==> src/logic/tetris_video_macros.svh <==
`ifndef TETRIS_VIDEO_MACROS_SVH
`define TETRIS_VIDEO_MACROS_SVH

////////////////////////////////////////
// Raster timing, 640x480 at one pixel per clock
////////////////////////////////////////
`define H_ACTIVE 640
`define H_FRONT 16
`define H_SYNC 96
`define H_TOTAL 800    // Back porch is whatever is left
`define V_ACTIVE 480
`define V_FRONT 10
`define V_SYNC 2
`define V_TOTAL 525

////////////////////////////////////////
// Playfield placement
////////////////////////////////////////
`define GRID_X0 245
`define GRID_Y0 90
`define BLOCK_SIZE 15
`define GRID_COLS 10
`define GRID_ROWS 20

////////////////////////////////////////
// Side panel placement
////////////////////////////////////////
`define PANEL_X0 420
`define PANEL_Y0 90
`define PREVIEW_CELL 15
`define BAR_X0 420
`define BAR_Y0 180
`define BAR_W 60
`define BAR_H 4        // Pixel rows per cleared line
`define LINES_MAX 50

`define RENDER_LATENCY 2   // Renderer stage plus mixer stage

`endif

==> src/logic/video_timing_pkg.sv <==
package video_timing_pkg;

    // Raster position, wide enough for H_TOTAL and V_TOTAL
    typedef logic [9:0] pix_coord_t;

    // Sync signals as they leave the timing block
    typedef struct packed {
        logic hsync;  // Active low
        logic vsync;  // Active low
        logic de;     // High in the visible area
    } sync_bundle_t;

    // Blanking level with both syncs inactive
    localparam sync_bundle_t sync_idle = '{hsync: 1'b1, vsync: 1'b1, de: 1'b0};

endpackage

==> src/logic/board_pkg.sv <==
`include "tetris_video_macros.svh"

package board_pkg;

    // 3-bit RGB, red in the top bit
    typedef logic [2:0] color_t;

    localparam color_t color_black  = 3'b000;
    localparam color_t color_white  = 3'b111;
    localparam color_t color_red    = 3'b100;
    localparam color_t color_cyan   = 3'b011;  // Green plus blue
    localparam color_t color_yellow = 3'b110;  // Red plus green

    // One bit per cell, row 0 is the top row
    typedef logic [`GRID_ROWS-1:0][`GRID_COLS-1:0] board_t;

    // Next piece preview, row 0 on top
    typedef logic [3:0][3:0] preview_t;

    // Lines cleared so far
    typedef logic [5:0] line_count_t;

endpackage

==> src/logic/vga_timing.sv <==
`timescale 1ns/1ps
`include "tetris_video_macros.svh"

module vga_timing import video_timing_pkg::*; (
    input  logic         clk,
    input  logic         rst,
    output pix_coord_t   pos_x,
    output pix_coord_t   pos_y,
    output sync_bundle_t sync,
    output logic         frame_start
);

    // Sync windows
    localparam int HS_START = `H_ACTIVE + `H_FRONT;
    localparam int HS_END   = HS_START + `H_SYNC;
    localparam int VS_START = `V_ACTIVE + `V_FRONT;
    localparam int VS_END   = VS_START + `V_SYNC;

    pix_coord_t h_cnt;
    pix_coord_t v_cnt;
    logic       h_last;
    logic       v_last;

    assign h_last = (h_cnt == pix_coord_t'(`H_TOTAL - 1));
    assign v_last = (v_cnt == pix_coord_t'(`V_TOTAL - 1));

    ////////////////////////////////////////
    // Pixel and line counters
    ////////////////////////////////////////
    always_ff @(posedge clk) begin
        if (rst) begin
            h_cnt <= '0;
            v_cnt <= '0;
        end else begin
            if (h_last) begin
                h_cnt <= '0;
                v_cnt <= v_last ? '0 : v_cnt + 1'b1;  // Wrap at frame end
            end else begin
                h_cnt <= h_cnt + 1'b1;
            end
        end
    end

    ////////////////////////////////////////
    // Registered decode
    ////////////////////////////////////////
    always_ff @(posedge clk) begin
        if (rst) begin
            pos_x       <= '0;
            pos_y       <= '0;
            sync        <= sync_idle;  // Syncs high, de low
            frame_start <= 1'b0;
        end else begin
            pos_x      <= h_cnt;
            pos_y      <= v_cnt;
            sync.hsync <= !((h_cnt >= pix_coord_t'(HS_START)) &&
                            (h_cnt < pix_coord_t'(HS_END)));
            sync.vsync <= !((v_cnt >= pix_coord_t'(VS_START)) &&
                            (v_cnt < pix_coord_t'(VS_END)));
            sync.de    <= (h_cnt < pix_coord_t'(`H_ACTIVE)) &&
                          (v_cnt < pix_coord_t'(`V_ACTIVE));
            // First blanking line, first pixel
            frame_start <= (h_cnt == '0) && (v_cnt == pix_coord_t'(`V_ACTIVE));
        end
    end

endmodule

==> src/logic/tetris_grid.sv <==
`timescale 1ns/1ps
`include "tetris_video_macros.svh"

module tetris_grid import video_timing_pkg::*, board_pkg::*; (
    input  logic       clk,
    input  logic       rst,
    input  pix_coord_t pos_x,
    input  pix_coord_t pos_y,
    input  board_t     board,
    input  logic       gameover,
    output color_t     grid_color,
    output logic       grid_hit
);

    // Playfield corners, last pixel inclusive
    localparam pix_coord_t X_FIRST = pix_coord_t'(`GRID_X0);
    localparam pix_coord_t Y_FIRST = pix_coord_t'(`GRID_Y0);
    localparam pix_coord_t X_LAST  = pix_coord_t'(`GRID_X0 + `GRID_COLS * `BLOCK_SIZE - 1);
    localparam pix_coord_t Y_LAST  = pix_coord_t'(`GRID_Y0 + `GRID_ROWS * `BLOCK_SIZE - 1);
    localparam logic [3:0] OFF_LAST = 4'(`BLOCK_SIZE - 1);

    logic [3:0] x_off;  // Pixel offset inside the cell
    logic [3:0] col;
    logic [3:0] y_off;
    logic [4:0] row;
    logic       in_grid;
    logic       on_line;
    logic       cell_set;
    color_t     color_next;

    ////////////////////////////////////////
    // Cell tracking without division
    ////////////////////////////////////////
    always_ff @(posedge clk) begin
        if (rst) begin
            x_off <= '0;
            col   <= '0;
            y_off <= '0;
            row   <= '0;
        end else begin
            // Counters describe the pixel arriving next cycle
            if (pos_x == X_FIRST - 1'b1) begin
                x_off <= '0;
                col   <= '0;
            end else if (x_off == OFF_LAST) begin
                x_off <= '0;
                col   <= col + 1'b1;  // Wraps past the grid, harmless
            end else begin
                x_off <= x_off + 1'b1;
            end

            if (pos_x == pix_coord_t'(`H_TOTAL - 1)) begin  // Line step
                if (pos_y == Y_FIRST - 1'b1) begin
                    y_off <= '0;
                    row   <= '0;
                end else if (y_off == OFF_LAST) begin
                    y_off <= '0;
                    row   <= row + 1'b1;
                end else begin
                    y_off <= y_off + 1'b1;
                end
            end
        end
    end

    always_comb begin
        in_grid = (pos_x >= X_FIRST) && (pos_x <= X_LAST) &&
                  (pos_y >= Y_FIRST) && (pos_y <= Y_LAST);
        // Left/top edge of each cell plus the closing right/bottom edges
        on_line = (x_off == '0) || (y_off == '0) ||
                  (pos_x == X_LAST) || (pos_y == Y_LAST);
        cell_set = 1'b0;
        if ((row < 5'(`GRID_ROWS)) && (col < 4'(`GRID_COLS)))
            cell_set = board[row][col];

        if (!in_grid)
            color_next = color_black;
        else if (on_line)
            color_next = gameover ? color_red : color_white;
        else
            color_next = cell_set ? color_white : color_black;
    end

    always_ff @(posedge clk) begin
        if (rst) begin
            grid_color <= color_black;
            grid_hit   <= 1'b0;
        end else begin
            grid_color <= color_next;
            grid_hit   <= in_grid;
        end
    end

endmodule

==> src/logic/side_panel.sv <==
`timescale 1ns/1ps
`include "tetris_video_macros.svh"

module side_panel import video_timing_pkg::*, board_pkg::*; (
    input  logic        clk,
    input  logic        rst,
    input  pix_coord_t  pos_x,
    input  pix_coord_t  pos_y,
    input  preview_t    next_piece,
    input  line_count_t lines_cleared,
    output color_t      panel_color,
    output logic        panel_hit
);

    // Preview box, end bounds exclusive
    localparam pix_coord_t PV_X0 = pix_coord_t'(`PANEL_X0);
    localparam pix_coord_t PV_Y0 = pix_coord_t'(`PANEL_Y0);
    localparam pix_coord_t PV_X1 = pix_coord_t'(`PANEL_X0 + 4 * `PREVIEW_CELL);
    localparam pix_coord_t PV_Y1 = pix_coord_t'(`PANEL_Y0 + 4 * `PREVIEW_CELL);

    // Bar area, end bounds exclusive
    localparam pix_coord_t BR_X0 = pix_coord_t'(`BAR_X0);
    localparam pix_coord_t BR_Y0 = pix_coord_t'(`BAR_Y0);
    localparam pix_coord_t BR_X1 = pix_coord_t'(`BAR_X0 + `BAR_W);
    localparam pix_coord_t BR_Y1 = pix_coord_t'(`BAR_Y0 + `LINES_MAX * `BAR_H);

    logic        in_preview;
    logic        in_bar;
    logic [1:0]  pv_col;
    logic [1:0]  pv_row;
    line_count_t lines_sat;
    pix_coord_t  fill_end;
    color_t      color_next;

    // Preview cell index by comparison, only four cells
    function automatic logic [1:0] cell_of(input pix_coord_t offset);
        if (offset < pix_coord_t'(`PREVIEW_CELL))
            return 2'd0;
        else if (offset < pix_coord_t'(2 * `PREVIEW_CELL))
            return 2'd1;
        else if (offset < pix_coord_t'(3 * `PREVIEW_CELL))
            return 2'd2;
        else
            return 2'd3;
    endfunction

    ////////////////////////////////////////
    // Area decode and color pick
    ////////////////////////////////////////
    always_comb begin
        in_preview = (pos_x >= PV_X0) && (pos_x < PV_X1) &&
                     (pos_y >= PV_Y0) && (pos_y < PV_Y1);
        in_bar     = (pos_x >= BR_X0) && (pos_x < BR_X1) &&
                     (pos_y >= BR_Y0) && (pos_y < BR_Y1);
        pv_col     = cell_of(pos_x - PV_X0);  // Garbage outside, unused
        pv_row     = cell_of(pos_y - PV_Y0);

        // Bar stops growing at LINES_MAX
        lines_sat = (lines_cleared > line_count_t'(`LINES_MAX)) ?
                    line_count_t'(`LINES_MAX) : lines_cleared;
        fill_end  = BR_Y0 + pix_coord_t'(lines_sat) * pix_coord_t'(`BAR_H);

        if (in_preview)
            color_next = next_piece[pv_row][pv_col] ? color_cyan : color_black;
        else if (in_bar)
            color_next = (pos_y < fill_end) ? color_yellow : color_black;
        else
            color_next = color_black;
    end

    always_ff @(posedge clk) begin
        if (rst) begin
            panel_color <= color_black;
            panel_hit   <= 1'b0;
        end else begin
            panel_color <= color_next;
            panel_hit   <= in_preview || in_bar;
        end
    end

endmodule

==> src/logic/pixel_delay.sv <==
`timescale 1ns/1ps

module pixel_delay #(
    parameter type      payload_t   = logic,
    parameter int       DEPTH       = 2,
    parameter payload_t RESET_VALUE = '0
) (
    input  logic     clk,
    input  logic     rst,
    input  payload_t din,
    output payload_t dout
);

    payload_t stages [DEPTH];  // stages[0] is the newest

    always_ff @(posedge clk) begin
        if (rst) begin
            for (int i = 0; i < DEPTH; i++)
                stages[i] <= RESET_VALUE;  // Idle level during reset
        end else begin
            stages[0] <= din;
            for (int i = 1; i < DEPTH; i++)
                stages[i] <= stages[i-1];
        end
    end

    assign dout = stages[DEPTH-1];

endmodule

==> src/logic/layer_mixer.sv <==
`timescale 1ns/1ps

module layer_mixer import board_pkg::*; (
    input  logic   clk,
    input  logic   rst,
    input  color_t grid_color,
    input  logic   grid_hit,
    input  color_t panel_color,
    input  logic   panel_hit,
    input  logic   de,
    output color_t rgb
);

    logic de_q;  // de lined up with the renderer stage

    ////////////////////////////////////////
    // Priority select and blanking
    ////////////////////////////////////////
    always_ff @(posedge clk) begin
        if (rst) begin
            de_q <= 1'b0;
            rgb  <= color_black;
        end else begin
            de_q <= de;
            if (!de_q)
                rgb <= color_black;  // Blanking
            else if (grid_hit)
                rgb <= grid_color;   // Playfield on top
            else if (panel_hit)
                rgb <= panel_color;
            else
                rgb <= color_black;  // Background
        end
    end

endmodule

==> src/logic/tetris_display.sv <==
`timescale 1ns/1ps
`include "tetris_video_macros.svh"

module tetris_display import video_timing_pkg::*, board_pkg::*; (
    input  logic        clk,
    input  logic        rst,
    input  board_t      board,
    input  logic        gameover,
    input  preview_t    next_piece,
    input  line_count_t lines_cleared,
    output logic        hsync,
    output logic        vsync,
    output logic        de,
    output color_t      rgb,
    output logic        frame_done
);

    pix_coord_t   pos_x;
    pix_coord_t   pos_y;
    sync_bundle_t raw_sync;
    sync_bundle_t out_sync;
    logic         frame_start;

    // Game state as seen by the renderers for a whole frame
    board_t       board_q;
    logic         gameover_q;
    preview_t     next_piece_q;
    line_count_t  lines_q;

    color_t       grid_color;
    logic         grid_hit;
    color_t       panel_color;
    logic         panel_hit;

    ////////////////////////////////////////
    // Frame latch
    ////////////////////////////////////////
    always_ff @(posedge clk) begin
        if (rst) begin
            board_q      <= '0;
            gameover_q   <= 1'b0;
            next_piece_q <= '0;
            lines_q      <= '0;
        end else if (frame_start) begin  // Once per frame, in blanking
            board_q      <= board;
            gameover_q   <= gameover;
            next_piece_q <= next_piece;
            lines_q      <= lines_cleared;
        end
    end

    vga_timing u_timing (
        .clk, .rst, .pos_x, .pos_y, .sync(raw_sync), .frame_start
    );

    tetris_grid u_grid (
        .clk, .rst, .pos_x, .pos_y,
        .board(board_q), .gameover(gameover_q), .grid_color, .grid_hit
    );

    side_panel u_panel (
        .clk, .rst, .pos_x, .pos_y,
        .next_piece(next_piece_q), .lines_cleared(lines_q), .panel_color, .panel_hit
    );

    layer_mixer u_mixer (
        .clk, .rst, .grid_color, .grid_hit, .panel_color, .panel_hit,
        .de(raw_sync.de), .rgb
    );

    // Syncs follow rgb through the same latency
    pixel_delay #(
        .payload_t(sync_bundle_t), .DEPTH(`RENDER_LATENCY), .RESET_VALUE(sync_idle)
    ) u_sync_delay (
        .clk, .rst, .din(raw_sync), .dout(out_sync)
    );

    pixel_delay #(
        .payload_t(logic), .DEPTH(`RENDER_LATENCY), .RESET_VALUE(1'b0)
    ) u_frame_delay (
        .clk, .rst, .din(frame_start), .dout(frame_done)
    );

    assign hsync = out_sync.hsync;
    assign vsync = out_sync.vsync;
    assign de    = out_sync.de;

endmodule

==> config.mk <==
export PLATFORM = sky130hd
export DESIGN_NAME = tetris_display
export DESIGN_NICKNAME = d
export VERILOG_FILES = /design/src/logic/video_timing_pkg.sv /design/src/logic/board_pkg.sv /design/src/logic/vga_timing.sv /design/src/logic/tetris_grid.sv /design/src/logic/side_panel.sv /design/src/logic/pixel_delay.sv /design/src/logic/layer_mixer.sv /design/src/logic/tetris_display.sv
export VERILOG_INCLUDE_DIRS = /design/src /design/src/logic
export SDC_FILE = /design/constraint.sdc
export NUM_CORES = 1
export LEC_CHECK = 0
export ABC_CLOCK_PERIOD_IN_PS = 6000
export BUFFER_PORTS_ARGS = -buffer_cell sky130_fd_sc_hd__buf_2
export CORE_UTILIZATION = 55
export CTS_BUF_LIST = sky130_fd_sc_hd__clkbuf_4 sky130_fd_sc_hd__clkbuf_8 sky130_fd_sc_hd__clkbuf_16
export CTS_CLUSTER_DIAMETER = 30
export DETAILED_ROUTE_END_ITERATION = 6
export PLACE_DENSITY = 0.78
export SYNTH_ARGS = -nofsm -noshare
export SYNTH_HDL_FRONTEND = slang
export SYNTH_SLANG_ARGS = --single-unit
==> constraint.sdc <==
create_clock -name clk -period 6 [get_ports clk]
set_input_delay 0 -clock clk [delete_from_list [all_inputs] [get_ports clk]]
set_output_delay 0 -clock clk [all_outputs]
set_load 0.02 [all_outputs]
# --- After elaboration in Yosys (flattened, before gate mapping) ---
# Memory sizes are Yosys's and may differ from the RTL's.
# Index checks and enable logic that the tools add are counted.
op_classes:
  bitwise: 6
  n_mux: 37
  n_lt_le_gt_ge: 29
  eq_ne: 10
  n_reduce_logical: 29
  addsub: 9
op_table:
  columns: ["operator", "n"]
  rows:
  - ["10-bit binary-select mux with 5-bit select", 1]
  - ["10-bit by 9-bit less-than comparator with 1-bit output, second input constant", 4]
  - ["10-bit equality test, second input constant", 3]
  - ["10-bit by 9-bit equality test with 1-bit output, second input constant", 3]
  - ["3-bit two-way mux", 9]
  - ["10-bit by 1-bit adder with 10-bit output, second input constant", 2]
  - ["10-bit by 8-bit >= comparator with 1-bit output, second input constant", 2]
  - ["10-bit by 9-bit >= comparator with 1-bit output, second input constant", 2]
  - ["10-bit by 9-bit <= comparator with 1-bit output, second input constant", 2]
  - ["10-bit less-than comparator, second input constant", 2]
  - ["10-bit by 4-bit less-than comparator with 1-bit output, second input constant", 2]
  - ["10-bit by 5-bit less-than comparator with 1-bit output, second input constant", 2]
  - ["10-bit by 6-bit less-than comparator with 1-bit output, second input constant", 2]
  - ["10-bit two-way mux", 2]
  - ["1-bit logical AND", 13]
  - ["4-bit by 1-bit adder with 4-bit output, second input constant", 3]
  - ["2-bit two-way mux", 6]
  - ["4-bit two-way mux", 3]
  - ["10-bit by 7-bit equality test with 1-bit output, second input constant", 1]
  - ["10-bit by 8-bit equality test with 1-bit output, second input constant", 1]
  - ["10-bit >= comparator, second input constant", 1]
  - ["10-bit by 7-bit >= comparator with 1-bit output, second input constant", 1]
  - ["10-bit logical NOT", 1]
  - ["10-bit less-than comparator", 1]
  - ["27 further kinds", 51]
word_totals:
  elab_cells: 166
  regBits: 296
  ramBits: 8
  inputBits: 225
  mem_count: 2
mem_list:
  columns: ["memory", "depth", "word_bits", "rd", "rd_ports_with_merged_regs", "wr", "line_no", "rtl"]
  rows:
  - ["u_sync_delay.stages", 2, 3, 2, 0, 2, "pixel_delay.sv:14", "payload_t stages [DEPTH];"]
  - ["u_frame_delay.stages", 2, 1, 2, 0, 2, "pixel_delay.sv:14", null]

# --- Longest topological paths before layout ---
depth:
  word_depth: 11
  ltp_mapped: 12
  mapped_depth_nobuf: 11

# --- Cells and area by module ---
# Synthesis repeated with hierarchy kept, for this count alone.
unflattened:
  hier_cells: 1334
  hier_area_um2: 14064.7
modules_own_cells:
  columns: ["module", "cells_each", "area_per_inst_um2", "n_inst"]
  rows:
  - ["tetris_display", 719, 7957.6, 1]
  - ["tetris_grid", 263, 2912.8, 1]
  - ["vga_timing", 174, 1649.1, 1]
  - ["side_panel", 144, 1171.1, 1]
  - ["pixel_delay at u_sync_delay", 15, 180.2, 1]
  - ["layer_mixer", 15, 141.4, 1]
  - ["pixel_delay at u_frame_delay", 4, 52.6, 1]

# --- Worst setup path before layout ---
# Ideal clock, no wire load.
synth_path:
  kind: "flip-flop to flip-flop"
  from: "reg u_timing.pos_y[1]"
  to: "reg u_panel.panel_color[1]"
  path_stages_with_launch: 13
  synth_period_minus_slack_ns: 2.826
  required_time_ns: 5.873
  t_arrival_ns: 2.699
  path_slack_ns: 3.174
  setup_ns: 0.127
  path_cell_list: "dfxtp_1 buf_4 inv_1 ha_1 nand3b_2 xnor2_1 a2111o_1 and2_1 buf_4 and4_1 o31a_1 o211a_1 or3_1"
synth_between:
  elab_chain_len: 11
  word_cells_on_any_way: 24
synth_lines:
  columns: ["element", "line_no", "rtl"]
  rows:
  - ["from (decl)", "vga_timing.sv:8", "output pix_coord_t pos_y,"]
  - ["from (signal assigned)", "vga_timing.sv:55", "pos_y <= v_cnt;"]
  - ["10-bit by 7-bit subtractor with 10-bit output", "side_panel.sv:56", "pv_row = cell_of(pos_y - PV_Y0);"]
  - ["10-bit by 6-bit less-than comparator with 1-bit output", "side_panel.sv:41", "else if (offset < pix_coord_t'(3 * `PREVIEW_CELL))"]
  - ["1-bit two-way mux", "side_panel.sv:41", null]
  - ["2-bit two-way mux", "side_panel.sv:39", "else if (offset < pix_coord_t'(2 * `PREVIEW_CELL))"]
  - ["2-bit two-way mux", "side_panel.sv:37", "if (offset < pix_coord_t'(`PREVIEW_CELL))"]
  - ["4-bit binary-select mux with 2-bit select", "side_panel.sv:64", "color_next = next_piece[pv_row][pv_col] ? color_cyan : color_black;"]
  - ["4-bit two-way mux (not written as such)", "side_panel.sv:64", null]
  - ["1-bit binary-select mux with 2-bit select", "side_panel.sv:64", null]
  - ["1-bit two-way mux (not written as such)", "side_panel.sv:64", null]
  - ["2-bit two-way mux", "side_panel.sv:64", null]
  - ["3-bit two-way mux *", "side_panel.sv:63", "if (in_preview)"]
  - ["to (signal assigned)", "side_panel.sv:73", "panel_color <= color_black;"]
  - ["to (signal assigned)", "side_panel.sv:76", "panel_color <= color_next;"]
  - ["to (decl)", "side_panel.sv:11", "output color_t panel_color,"]
# Every way passes the cells marked *; elsewhere a longest branch is shown, timed or not. The select of a mux whose other input is x is not followed.
# A chain may end at the register's enable or synchronous reset.

# --- Worst setup path in the final report ---
layout_path:
  from: "reg u_grid.row[1]"
  to: "reg u_grid.grid_color[1]"
layout_between:
  elab_chain_len: 7
  word_cells_on_any_way: 9
layout_lines:
  columns: ["element", "line_no", "rtl"]
  rows:
  - ["from (decl)", "tetris_grid.sv:25", "logic [4:0] row;"]
  - ["from (signal assigned)", "tetris_grid.sv:58", "row <= row + 1'b1;"]
  - ["10-bit binary-select mux with 5-bit select", "tetris_grid.sv:74", "cell_set = board[row][col];"]
  - ["10-bit two-way mux (not written as such)", "tetris_grid.sv:74", null]
  - ["1-bit binary-select mux with 4-bit select", "tetris_grid.sv:74", null]
  - ["1-bit two-way mux (not written as such)", "tetris_grid.sv:74", null]
  - ["1-bit two-way mux *", "tetris_grid.sv:73", "if ((row < 5'(`GRID_ROWS)) && (col < 4'(`GRID_COLS)))"]
  - ["3-bit two-way mux *", "tetris_grid.sv:81", "color_next = cell_set ? color_white : color_black;"]
  - ["3-bit two-way mux *", "tetris_grid.sv:78", "else if (on_line)"]
  - ["to (signal assigned)", "tetris_grid.sv:86", "grid_color <= color_black;"]
  - ["to (signal assigned)", "tetris_grid.sv:89", "grid_color <= color_next;"]
  - ["to (decl)", "tetris_grid.sv:11", "output color_t grid_color,"]
# Marked as above.

==> metrics.txt <==
CP peak stage delay=0.74 ns; Residual DRC=0; FFs w/ async S/R, synth=0%; # nets final=around 2000; commonest non-fill, non-tap cell in the layout=dfxtp_1; Final TNS setup=0 ns; Post-synth EDFFs=0; Avg Inst Size Synth=10.3 sq um; GR Util All Layers=39.1%; largest net degree at the start of global routing=180; FP Rows=56; Synth Net Count=1556; Final setup viols=0; Peak supply drop=0.289 mV; CTS tree=yes; setup ws final=2.79 ns; Synth Warn #=0; first-pass GRT wire length=73000 um; Avg WL per Cell=around 22 um; final instance area=approximately 19000 sq um; sequential cell area fraction in the yosys report=45.0%; storage element area=6050 sq um; fmax=311 MHz; CP Capture Type=flop; number of post-CTS setup repair buffers=0; top cell type's share of synthesized area=45.0%; cell-by-cell trace of the critical path=buf_4 > mux4_2 > mux2i_1 > o22ai_1 > o22ai_1 > nor3_1 > o31ai_1 > a21boi_1 > a21boi_0; CTS Buffer Depth=3; final antenna-violating net count=0; die height=roughly 160 um; Clock Latency Late Sink=0.59 ns; Worst Hold Launch=rst; TritonRoute pass-1 iters=6; most frequent cells in the layout=dfxtp_1 (299), nor2_1 (286), mux2i_1 (242), buf_2 (230), dlygate4sd3_1 (223); Mapped Area=about 13000 sq um; Die Width=158 um; GR Overflow Total=0; DIE AREA=between 20000 and 30000 sq um; worst path required time=6.43 ns; dpl hpwl=22100 um; placed cell areas=14600 sq um; Slew Limit Fails=0; final wirelength=approximately 47000 um; Worst Setup Path Type=reg2reg; WP data arrival=3.64 ns; number of max-cap violations=0; initial DRC count=1147; Via density=5.93; area of the multi-input gates=between 6000 and 7000 sq um; Num CTS Buffers=between 50 and 60; clock skew=0.0362 ns; status=complete, no violations; clk slew on worst S/H paths=0.05 ns; CTS H-tree depth=2; crit-path most repeated cell=o22ai_1; Hold Fails Final Rpt=0; IO Pins=232; buffers added on ports=231; Worst slew margin=17.2%; Synth Register Bits=302; Filler cells=1316; Initial Util=56.7%; Slowest-stage cell, CP=dfxtp_2; fin crit period=between 3 and 4 ns; Layout area overhead=40.7%; worst hold path class=in2reg; CORE AREA=23700 sq um; CP Launch Point=u_grid.row[1]; Primary FF master, synth=dfxtp_1; pre-CTS WS=2.86 ns; clk root buf=clkbuf_16; DR vias=12490; largest cells by area after synthesis=dfxtp_1 (45%), mux2i_1 (18%), mux4_2 (8.9%); initial antenna violation count=7; RSZ-0062 raised after global routing=false; Tcrit/Tclk final=53.6%; Critical R2R Launch=u_grid.row[1]; vias in the first global route=between 10000 and 15000; Pwr Density=approximately 300 nW/um^2; Cells after Synth=1309; CTS Sinks=302; final weighted congestion in routability-driven placement=0.832; biggest area consumer among synthesized cells=dfxtp_1; kind of start point of the critical path=flop; CP Max Fanout=31; Pleak=7.20 nW; worst slew pin tran=1.24 ns; synth unique cells=72; share of cells above drive strength 1=23.6%
==> critical path: cells and delay by family (launching register included) <==
family / cells / cell delay, ns
buffers and inverters: 1 / 0.52
and+or+nand+nor: 1 / 0.06
DFF: 1 / 0.74
AOI/OAI and AO/OA: 5 / 0.89
muxes: 2 / 0.84
==> through the flow <==
step / cells / total power [W] / hold WS, ns / util, %
2_1_floorplan: 1309 / 0.00210 / 0.147 / -
3_3_place_gp: 1774 / 0.00220 / 0.231 / 61.8
3_5_place_dp: 1774 / 0.00220 / 0.240 / 61.8
6_report: 2106 / 0.00564 / 0.177 / 79.8
4_1_cts: 2102 / 0.00555 / 0.184 / 79.7
5_1_grt: 2104 / 0.00576 / 0.223 / 79.8
==> logic make-up after synthesis <==
family | after synthesis | synth area share [%]
fa+ha+maj | 22 | 2.05
mux | 299 | 27.3
simple gates | 449 | 15.1
flops | 302 | 45.0
compound gates | 103 | 5.35
xor+xnor | 26 | 1.70
buf+inv | 108 | 3.53
==> routing by layer <==
layer	wire length, um	up-vias	GRT usage, %
li1	-	5483	-
met1	16900	5809	41.9
met3	4350	347	15.9
met5	71	-	1.66
met2	22100	843	61.4
met4	3960	8	30.1
==> synth_stat cells (all sizes together), types with 6 or more instances <==
cell,n
buf,48
xnor2,8
nand3,16
xor2,18
nand4,14
nand2b,7
mux4,53
dfxtp,302
nand2,34
mux2i,242
or3,11
clkbuf,42
nor3,12
ha,22
o21ai,24
nor2b,25
nand3b,6
and3,7
nor2,286
nor4,8
or2,8
a21oi,23
a31oi,7
inv,18
==> report_power, final <==
group / switching, W / internal [W]
clock: 0.00120 / 0.00215
combinational: 0.000118 / 0.000160
sequential: 0.00000577 / 0.00201
total: 0.00132 / 0.00432
==> path summary, 6_finish.rpt <==
path	end	slack [ns]	cells past startpoint
worst max-delay path	u_grid.grid_color[1]	2.79	9
worst min-delay path	u_timing.pos_y[8]	0.18	2
worst max register to register	u_grid.grid_color[1]	2.79	9
worst min register to register	u_sync_delay.stages[0][1]	0.40	1
==> cell type report <==
class	count	share of cell area, %
multi-input cells	899	36.6
flip-flops and latches	302	32.0
repair buffers	459	18.2
clock buffers	66	8.07
clock inverters	39	2.54
well taps	319	2.11
inverters	18	0.358
diodes	4	0.0530
==> registers in the layout, summed over array words and instances (netlist names), 4 cells and up <==
signal,count
u_grid.x_off,4
u_grid.row,5
u_grid.col,4
u_timing.h_cnt,10
lines_q,6
u_grid.y_off,4
u_timing.pos_y,10
u_sync_delay.stages,6
u_timing.pos_x,10
u_timing.v_cnt,10
next_piece_q,16
board_q,200
==> repair_timing <==
action / CTS / global route
endpoints found under the hold margin: 223 / 0
hold buffers: 223 / 0
resized for setup: 0 / 0
Power figures use the tool's default switching activity.
